### src/rtl/cpu_pkg.sv
`default_nettype none

package cpu_pkg;

	localparam int DATA_W         = 8;	// data bus width
	localparam int ADDR_W         = 16;	// address bus width
	localparam int M_CYCLE_CLOCKS = 4;	// clocks per machine cycle

	typedef logic [DATA_W-1:0] byte_t;
	typedef logic [ADDR_W-1:0] addr_t;
	typedef logic [1:0]        bus_phase_t;	// clock index inside an m-cycle

	localparam addr_t      RESET_PC   = 16'h0000;	// first opcode fetch
	localparam bus_phase_t LAST_PHASE = bus_phase_t'(M_CYCLE_CLOCKS - 1);	// execute clock

	// upper nibble of F, msb first
	typedef struct packed {
		logic z;	// zero
		logic n;	// subtract
		logic h;	// half carry
		logic c;	// carry
	} flags_t;

	localparam flags_t FLAGS_ALL      = 4'b1111;	// alu ops update all four
	localparam flags_t FLAGS_NO_CARRY = 4'b1110;	// inc/dec keep c

	typedef enum logic [2:0] {
		ifetch,	// opcode fetch
		imm_fetch,	// d8 operand into imml
		imml_fetch,	// a16 low byte
		immh_fetch,	// a16 high byte
		indirect_fetch,	// read from (hl)
		indirect_store,	// write to (hl)
		jump_imm	// idle cycle, pc reload
	} mstate_e;

	// opcode register field order
	typedef enum logic [2:0] {
		reg_b,
		reg_c,
		reg_d,
		reg_e,
		reg_h,
		reg_l,
		reg_m,	// (hl)
		reg_a
	} reg_sel_e;

	// opcode bits 5:3 of the alu group
	typedef enum logic [2:0] {
		alu_add,
		alu_adc,
		alu_sub,
		alu_sbc,
		alu_and,
		alu_xor,
		alu_or,
		alu_cp
	} alu_op_e;

	localparam byte_t OP_HALT  = 8'h76;	// ld (hl),(hl) slot
	localparam byte_t OP_JP    = 8'hc3;
	localparam byte_t OP_JP_NZ = 8'hc2;
	localparam byte_t OP_JP_Z  = 8'hca;
	localparam byte_t OP_JP_NC = 8'hd2;
	localparam byte_t OP_JP_C  = 8'hda;

	// handed to the sequencer at the end of each m-cycle
	typedef struct packed {
		mstate_e next_state;
		logic    load_adr;
		addr_t   adr;	// also the jump target in jump_imm
		logic    load_dout;
		byte_t   dout;
	} bus_req_t;

	typedef struct packed {
		logic     valid;
		reg_sel_e dest;
		byte_t    data;
		logic     flags_valid;
		flags_t   flag_mask;	// bits of F to replace
		flags_t   flags;
	} reg_wr_t;

	typedef struct packed {
		byte_t  result;
		flags_t flags;
	} alu_res_t;

endpackage

`default_nettype wire

### src/rtl/bus_cycle_sequencer.sv
`default_nettype none

module bus_cycle_sequencer import cpu_pkg::*; (
	input  wire           clk,
	input  wire           reset,
	input  wire byte_t    data,
	input  wire bus_req_t req,
	output addr_t         adr,
	output byte_t         dout,
	output logic          ddrv,
	output logic          read,
	output logic          write,
	output logic          cycle_end,
	output mstate_e       state,
	output byte_t         op,
	output byte_t         imml,
	output byte_t         immh,
	output addr_t         pc
);

	bus_phase_t phase;	// clock within m-cycle
	logic       fetch_state;	// bus reads at pc

	assign fetch_state = state inside {ifetch, imm_fetch, imml_fetch, immh_fetch};
	assign cycle_end   = (phase == LAST_PHASE);	// control answers in this clock

	// phase counter, strobes, state and pc
	always_ff @(posedge clk)
	begin
		if (reset)
		begin
			phase <= '0;
			state <= ifetch;
			pc    <= RESET_PC;
			read  <= 1'b0;
			write <= 1'b0;
			ddrv  <= 1'b0;
		end
		else
		begin
			phase <= cycle_end ? bus_phase_t'(0) : phase + 2'd1;
			case (phase)
			2'd0:
				ddrv <= (state == indirect_store);	// drive data only for stores
			2'd1:
			begin
				read  <= fetch_state || (state == indirect_fetch);
				write <= (state == indirect_store);	// one clock write pulse
				if (fetch_state)
					pc <= pc + 16'd1;	// step past fetched byte
			end
			2'd2:
				write <= 1'b0;
			LAST_PHASE:
			begin
				read  <= 1'b0;
				state <= req.next_state;
				if (state == jump_imm)
					pc <= req.adr;	// taken jp
			end
			endcase
		end
	end

	// bus address, store data and fetched bytes
	always_ff @(posedge clk)
	begin
		case (phase)
		2'd0:
			if (fetch_state)
				adr <= pc;	// indirect states keep loaded adr
		2'd2:
			case (state)
			ifetch:
				op <= data;
			imm_fetch, imml_fetch, indirect_fetch:
				imml <= data;	// d8, a16 low or (hl) byte
			immh_fetch:
				immh <= data;
			default:
				;
			endcase
		LAST_PHASE:
		begin
			if (req.load_adr)
				adr <= req.adr;
			if (req.load_dout)
				dout <= req.dout;
		end
		default:
			;
		endcase
	end

endmodule

`default_nettype wire

### src/rtl/register_file.sv
`default_nettype none

module register_file import cpu_pkg::*; (
	input  wire           clk,
	input  wire           reset,
	input  wire reg_sel_e src,
	input  wire byte_t    mem_byte,
	output byte_t         operand,
	output byte_t         a,
	output addr_t         hl,
	output flags_t        flags,
	input  wire reg_wr_t  wr
);

	byte_t gpr [8];	// indexed by reg_sel_e, slot m stays empty

	// operand select, m takes the fetched memory or immediate byte
	always_comb
	begin
		if (src == reg_m)
			operand = mem_byte;
		else
			operand = gpr[src];
	end

	assign a  = gpr[reg_a];
	assign hl = {gpr[reg_h], gpr[reg_l]};	// indirect address

	// data registers
	always_ff @(posedge clk)
	begin
		if (wr.valid && (wr.dest != reg_m))
			gpr[wr.dest] <= wr.data;
	end

	// F upper nibble, masked update
	always_ff @(posedge clk)
	begin
		if (reset)
			flags <= '0;
		else if (wr.flags_valid)
			flags <= (flags & ~wr.flag_mask) | (wr.flags & wr.flag_mask);
	end

endmodule

`default_nettype wire

### src/rtl/alu8.sv
`default_nettype none

module alu8 import cpu_pkg::*; (
	input  wire byte_t op,
	input  wire byte_t a,
	input  wire byte_t operand,
	input  wire        carry_in,
	output alu_res_t   alu,
	output alu_res_t   incdec
);

	alu_op_e    alu_op;
	logic       cin;	// carry seen by adc/sbc only
	logic [8:0] sum;	// bit 8 is carry or borrow
	logic [8:0] idsum;	// inc/dec result with carry out

	assign alu_op = alu_op_e'(op[5:3]);
	assign cin    = carry_in && ((alu_op == alu_adc) || (alu_op == alu_sbc));

	// eight alu operations on a and operand
	always_comb
	begin
		sum        = 9'd0;
		alu.result = 8'd0;
		alu.flags  = '0;
		case (alu_op)
		alu_add, alu_adc:
		begin
			sum         = {1'b0, a} + {1'b0, operand} + 9'(cin);
			alu.result  = sum[7:0];
			alu.flags.h = a[4] ^ operand[4] ^ sum[4];	// carry into bit 4
			alu.flags.c = sum[8];
		end
		alu_sub, alu_sbc, alu_cp:
		begin
			sum         = {1'b0, a} - {1'b0, operand} - 9'(cin);
			alu.result  = sum[7:0];	// cp drops it later
			alu.flags.n = 1'b1;
			alu.flags.h = a[4] ^ operand[4] ^ sum[4];	// borrow into bit 4
			alu.flags.c = sum[8];	// borrow out
		end
		alu_and:
		begin
			alu.result  = a & operand;
			alu.flags.h = 1'b1;	// and always sets h
		end
		alu_xor:
			alu.result = a ^ operand;
		alu_or:
			alu.result = a | operand;
		endcase
		alu.flags.z = (alu.result == 8'd0);
	end

	// inc/dec, op bit 0 selects dec
	always_comb
	begin
		if (op[0])
			idsum = {1'b0, operand} - 9'd1;
		else
			idsum = {1'b0, operand} + 9'd1;
		incdec.result  = idsum[7:0];
		incdec.flags.z = (idsum[7:0] == 8'd0);
		incdec.flags.n = op[0];
		incdec.flags.h = operand[4] ^ idsum[4];	// nibble wrap
		incdec.flags.c = idsum[8];	// masked off by control
	end

endmodule

`default_nettype wire

### src/rtl/instruction_control.sv
`default_nettype none

module instruction_control import cpu_pkg::*; (
	input  wire mstate_e  state,
	input  wire           cycle_end,
	input  wire byte_t    op,
	input  wire byte_t    imml,
	input  wire byte_t    immh,
	input  wire addr_t    hl,
	input  wire byte_t    a,
	input  wire byte_t    operand,
	input  wire flags_t   flags,
	input  wire alu_res_t alu,
	input  wire alu_res_t incdec,
	output reg_sel_e      src,
	output bus_req_t      req,
	output reg_wr_t       wr
);

	logic    is_incdec;	// 00xxx10x
	logic    from_mem;	// source field is (hl)
	logic    to_mem;	// destination field is (hl)
	logic    taken;	// jp condition holds
	alu_op_e alu_op;

	assign is_incdec = (op[7:6] == 2'b00) && (op[2:1] == 2'b10);
	assign from_mem  = (reg_sel_e'(op[2:0]) == reg_m);
	assign to_mem    = (reg_sel_e'(op[5:3]) == reg_m);
	assign alu_op    = alu_op_e'(op[5:3]);

	// bit 4 picks c or z, bit 3 the wanted level, bit 0 marks plain jp
	assign taken = op[0] || (((op[4]) ? flags.c : flags.z) == op[3]);

	// inc/dec works on the destination field
	assign src = is_incdec ? reg_sel_e'(op[5:3]) : reg_sel_e'(op[2:0]);

	always_comb
	begin
		req.next_state = ifetch;	// most paths end the instruction
		req.load_adr   = 1'b0;
		req.adr        = hl;
		req.load_dout  = 1'b0;
		req.dout       = operand;
		wr.valid       = 1'b0;
		wr.dest        = reg_sel_e'(op[5:3]);
		wr.data        = operand;
		wr.flags_valid = 1'b0;
		wr.flag_mask   = FLAGS_ALL;
		wr.flags       = alu.flags;

		casez (op)
		OP_HALT:
			;	// no halt support
		8'b01??_????:	// ld r,r' / ld r,(hl) / ld (hl),r
			if ((state == ifetch) && from_mem)
			begin
				req.next_state = indirect_fetch;
				req.load_adr   = 1'b1;
			end
			else if (to_mem)
			begin
				if (state == ifetch)
				begin
					req.next_state = indirect_store;
					req.load_adr   = 1'b1;
					req.load_dout  = 1'b1;	// register value to memory
				end
			end
			else
				wr.valid = 1'b1;	// imml in indirect_fetch
		8'b00??_?110:	// ld r,d8 / ld (hl),d8
			if (state == ifetch)
				req.next_state = imm_fetch;
			else if (state == imm_fetch)
			begin
				if (to_mem)
				begin
					req.next_state = indirect_store;
					req.load_adr   = 1'b1;
					req.load_dout  = 1'b1;	// immediate to memory
				end
				else
					wr.valid = 1'b1;
			end
		8'b00??_?10?:	// inc/dec r / (hl)
			if (!to_mem)
			begin
				wr.valid       = 1'b1;
				wr.data        = incdec.result;
				wr.flags_valid = 1'b1;
				wr.flag_mask   = FLAGS_NO_CARRY;
				wr.flags       = incdec.flags;
			end
			else if (state == ifetch)
			begin
				req.next_state = indirect_fetch;
				req.load_adr   = 1'b1;
			end
			else if (state == indirect_fetch)
			begin
				req.next_state = indirect_store;	// write back adjusted byte
				req.load_dout  = 1'b1;
				req.dout       = incdec.result;
				wr.flags_valid = 1'b1;
				wr.flag_mask   = FLAGS_NO_CARRY;
				wr.flags       = incdec.flags;
			end
		8'b10??_????, 8'b11??_?110:	// alu a,r / a,(hl) / a,d8
			if ((state == ifetch) && from_mem)
			begin
				req.next_state = op[6] ? imm_fetch : indirect_fetch;
				req.load_adr   = !op[6];	// hl only for (hl) operand
			end
			else
			begin
				wr.valid       = 1'b1;
				wr.dest        = reg_a;
				wr.data        = (alu_op == alu_cp) ? a : alu.result;	// cp keeps a
				wr.flags_valid = 1'b1;
			end
		OP_JP, OP_JP_NZ, OP_JP_Z, OP_JP_NC, OP_JP_C:
			case (state)
			ifetch:
				req.next_state = imml_fetch;
			imml_fetch:
				req.next_state = immh_fetch;
			immh_fetch:
				req.next_state = taken ? jump_imm : ifetch;	// not taken falls through
			jump_imm:
			begin
				req.load_adr = 1'b1;
				req.adr      = {immh, imml};	// sequencer loads pc from here
			end
			default:
				;
			endcase
		default:
			;	// unsupported opcodes act as nop
		endcase

		// register file commits only at the execute clock
		if (!cycle_end)
		begin
			wr.valid       = 1'b0;
			wr.flags_valid = 1'b0;
		end
	end

endmodule

`default_nettype wire

### src/rtl/cpu_core.sv
`default_nettype none

module cpu_core import cpu_pkg::*; (
	input  wire        clk,
	input  wire        reset,
	output addr_t      adr,
	input  wire byte_t data,
	output byte_t      dout,
	output logic       ddrv,
	output logic       read,
	output logic       write
);

	bus_req_t req;	// control to sequencer
	reg_wr_t  wr;	// control to register file
	mstate_e  state;
	logic     cycle_end;
	byte_t    op;
	byte_t    imml;	// d8, a16 low or (hl) byte
	byte_t    immh;
	reg_sel_e src;
	byte_t    operand;
	byte_t    a;
	addr_t    hl;
	flags_t   flags;
	alu_res_t alu_res;
	alu_res_t incdec_res;

	bus_cycle_sequencer i_sequencer (
		.clk       (clk),
		.reset     (reset),
		.data      (data),
		.req       (req),
		.adr       (adr),
		.dout      (dout),
		.ddrv      (ddrv),
		.read      (read),
		.write     (write),
		.cycle_end (cycle_end),
		.state     (state),
		.op        (op),
		.imml      (imml),
		.immh      (immh),
		.pc        ()	// probe point only
	);

	instruction_control i_control (
		.state     (state),
		.cycle_end (cycle_end),
		.op        (op),
		.imml      (imml),
		.immh      (immh),
		.hl        (hl),
		.a         (a),
		.operand   (operand),
		.flags     (flags),
		.alu       (alu_res),
		.incdec    (incdec_res),
		.src       (src),
		.req       (req),
		.wr        (wr)
	);

	register_file i_regs (
		.clk      (clk),
		.reset    (reset),
		.src      (src),
		.mem_byte (imml),	// code m reads the latched byte
		.operand  (operand),
		.a        (a),
		.hl       (hl),
		.flags    (flags),
		.wr       (wr)
	);

	alu8 i_alu (
		.op       (op),
		.a        (a),
		.operand  (operand),
		.carry_in (flags.c),
		.alu      (alu_res),
		.incdec   (incdec_res)
	);

endmodule

`default_nettype wire

### config.mk
export PLATFORM = sky130hd
export DESIGN_NAME = cpu_core
export DESIGN_NICKNAME = d
export VERILOG_FILES = /design/src/rtl/cpu_pkg.sv /design/src/rtl/bus_cycle_sequencer.sv /design/src/rtl/register_file.sv /design/src/rtl/alu8.sv /design/src/rtl/instruction_control.sv /design/src/rtl/cpu_core.sv
export SDC_FILE = /design/constraint.sdc
export NUM_CORES = 1
export LEC_CHECK = 0
export ABC_AREA = 1
export BUFFER_PORTS_ARGS = -buffer_cell sky130_fd_sc_hd__buf_2
export CELL_PAD_IN_SITES_DETAIL_PLACEMENT = 0
export CELL_PAD_IN_SITES_GLOBAL_PLACEMENT = 2
export CORE_UTILIZATION = 40
export CTS_BUF_LIST = sky130_fd_sc_hd__clkbuf_4
export CTS_CLUSTER_SIZE = 24
export DETAILED_ROUTE_END_ITERATION = 6
export GPL_ROUTABILITY_DRIVEN = 0
export PLACE_DENSITY_LB_ADDON = 0.3
export SYNTH_ARGS = -nofsm -noshare
export SYNTH_HDL_FRONTEND = slang
export SYNTH_SLANG_ARGS = --single-unit
### constraint.sdc
create_clock -name clk -period 4.8 [get_ports clk]
set_clock_uncertainty 0.1 [all_clocks]
set_input_delay 0.24 -clock clk [delete_from_list [all_inputs] [get_ports clk]]
set_output_delay 0.24 -clock clk [all_outputs]
set_load 0.02 [all_outputs]
==> flow_metrics.tcl <==
set metrics [dict create \
    setup_viol 0 \
    grt_usage 0.2442 \
    synth_mux_area_frac 0 \
    max_freq_ghz 0.2239 \
    arrival_ns 4.62 \
    endpoint_kind "register" \
    dpl.cell_count 1235 \
    synth-xor-area-share 0.01545 \
    leakagePower_nw 3.819 \
    via_count 6691 \
    fp-row-count 51 \
    antenna_found_initial 1 \
    yosysUniqueCellTypes 49 \
    drive_gt1_frac 0.1699 \
    hold_violations 0 \
    async_reset_ff_frac 0 \
    cts_tree "done" \
    cp-start-kind "register" \
    num_io_pins 37 \
    grt_overflow_total 0 \
    multi_input_area_um2 3690 \
    start_util 0.4079 \
    synth_ff_type "edfxtp_1" \
    die_h_um 142.9 \
    drcViolationCount 0 \
    syn_nets 973 \
    dieArea_um2 20410 \
    syn_avg_cell_area_um2 8.676 \
    grt_pass1_vias 6342 \
    numCtsBuffers 17 \
    grt_pass1_wl_mm 36.58 \
    die_w_um 142.9 \
    fin_cells 1284 \
    final_util 0.4709 \
    path_max_fanout 15 \
    status "finished, final reports clean" \
    drt-pass1-iter-count 7 \
    antenna_left 0 \
    dr.first_iter.drc_count 621 \
    clock_sinks 130 \
    period_share 0.9304 \
    clock_path_buffers 2 \
    slew_viol_final 0 \
    core_um2 19460 \
    nNetsFinal 1063 \
    yosysTopAreaCell "edfxtp_1" \
    period_needed_ns 4.466 \
    dpl.hpwl_mm 18.24 \
    clk_pin_slew_ns 0.12 \
    max-slew-margin-rel 0.3951 \
    synth_area_leaders "edfxtp_1, nand2_1, ha_1, dfxtp_1, o21ai_0" \
    drv_cap 0 \
    yosys_register_bits 130 \
    cts_root_buffer "clkbuf_4" \
    synth_fa_ha_area_frac 0.08038 \
    grt_max_degree 38 \
    netlist_instances 915 \
    yosysSeqAreaShare 0.4589 \
    syn_area_um2 7939 \
    routed_via_density 5.211 \
    crit_type "register to register" \
    fill_cells 1945 \
    synth-compound-area-share 0.1663 \
    synth_top_family_by_area "simple AND/OR/NAND/NOR gates" \
    vdd_drop_max_uv 117.7 \
    wl_per_cell_um 18.67 \
    cts_max_level 4 \
    syn_to_final_growth_pct 15.45 \
    crit_required_ns 4.96 \
    clock_latency_ns 0.55 \
    seq_area_um2 3643 \
    portBuffers 36 \
    synth_simple_gate_area_frac 0.1967 \
    wl_mm 23.97 \
    synth_top_area_share 0.3934 \
    min_path_type "input pin to register" \
    synth_edf_count 104 \
    yosysWarnings 0 \
    tightest_slew_ns 0.8979 \
    power_density_nw_per_um2 333.8 \
]
layout make-up:
cell class / instances / area share
clock inverter: 14 / 0.01939
antenna: 1 / 0.0002730
multi-input combinational: 624 / 0.4026
tap: 265 / 0.03618
sequential: 130 / 0.3975
timing repair buffer: 95 / 0.07317
inverter: 137 / 0.05611
clock buffer: 18 / 0.01474
worst max-delay path, cell delays in order (launching register included):
cell and delay [ns]:
edfxtp_1 0.47, nor2_4 0.22, nand2_4 0.12, nand2_4 0.15
nand2_8 0.11, o21ai_0 0.20, o221ai_1 0.16, nand2_1 0.29
inv_1 0.17, ha_1 0.40, inv_1 0.11, ha_1 0.36
a21oi_2 0.17, nor2_1 0.07, o21ai_1 0.15, nand2_1 0.06
nand2_1 0.08, nand3_1 0.09, nand2_1 0.07, nand2_1 0.07
o21ai_0 0.16, nand3_1 0.09, o211ai_1 0.29
registers in the layout, summed over array words and instances (netlist names), named ones only:
name	count
i_sequencer.adr	16
i_sequencer.write	1
i_sequencer.dout	8
i_sequencer.read	1
i_sequencer.immh	8
i_regs.gpr	56
i_sequencer.state	3
i_sequencer.op	8
i_regs.flags	1
i_sequencer.pc	16
i_sequencer.phase	2
i_sequencer.imml	8
i_sequencer.ddrv	1
layout by cell type (no fill, tap or decap), types with 26 or more instances in the layout:
master and n:
nand2_1 150, inv_1 124, edfxtp_1 104, o21ai_0 95, nor2_1 85, nand3_1 50
buf_4 48, ha_1 43, a21oi_1 36, buf_2 36, dfxtp_1 26
worst paths after layout:
kind                        startpoint  slack [ns]                    to  depth (start not counted)
setup / recovery     i_sequencer.op[6]        0.33      i_regs.gpr[7][6]                         22
hold / removal                 data[0]        0.36   i_sequencer.immh[0]                          2
setup reg to reg     i_sequencer.op[6]        0.33      i_regs.gpr[7][6]                         22
hold reg to reg   i_sequencer.phase[0]        0.39  i_sequencer.phase[0]                          1
synth_stat cells, types with 6 or more instances:
cell type	count
o221ai_1	12
nand3_1	51
nand2_1	151
o21a_1	6
o21ai_1	8
nor2_2	7
inv_2	12
edfxtp_1	104
nor2_1	85
o21ai_0	96
a31oi_1	10
inv_1	124
dfxtp_1	26
a21oi_1	38
nand3b_1	9
nand4_1	7
xor2_1	11
buf_2	7
nor3_1	9
o21bai_1	6
clkbuf_1	8
ha_1	43
o211ai_1	11
o22ai_1	6
nand2_2	7
metrics by stage:
step / hold slack (ns) / setup TNS [ns] / total power [mW] / setup slack (ns) / area, um2
global placement: 0.3458 / 0 / 2.233 / 0.2118 / 8667
global route: 0.3309 / -0.07287 / 3.225 / -0.01923 / 9165
finish: 0.3632 / 0 / 3.059 / 0.3339 / 9165
detailed placement: 0.3625 / 0 / 2.232 / 0.1371 / 8667
floorplan: 0.2389 / 0 / 1.936 / 0.7675 / 7939
CTS: 0.3376 / 0 / 3.052 / 0.09931 / 9070
what timing repair did:
| item | in CTS | in global routing |
|---|---|---|
| hold buffers | 9 | 0 |
| resized for setup | 0 | 8 |
| setup endpoints to repair | 0 | 29 |
| endpoints found under the hold margin | 31 | 0 |
| buffers inserted | 0 | 6 |
cell families (layout without fill, tap and decap cells):
family                     Yosys count  count (layout)
AOI/OAI and AO/OA                  218             218
xor gates and xnor gates            14              14
adders and majority gates           48              48
buffers and inverters              162             264
DFF                                130             130
other                                0               1
and+or+nand+nor                    343             344
power breakdown:
part	internal, mW	switching (mW)
Combinational	0.295	0.572
Sequential	1.33	0.0350
Clock	0.375	0.454
Total	2.00	1.06
layer usage:
| metal | global-route usage | part of all wire | vias up |
|---|---|---|---|
| met5 | 0 | 0 | - |
| met4 | 0.06055 | 0.0089 | 0 |
| met3 | 0.03353 | 0.047 | 11 |
| met2 | 0.4058 | 0.48 | 176 |
| met1 | 0.3346 | 0.46 | 3185 |
| li1 | - | - | 3319 |
Note: power is estimated with default switching activity, not from simulation.
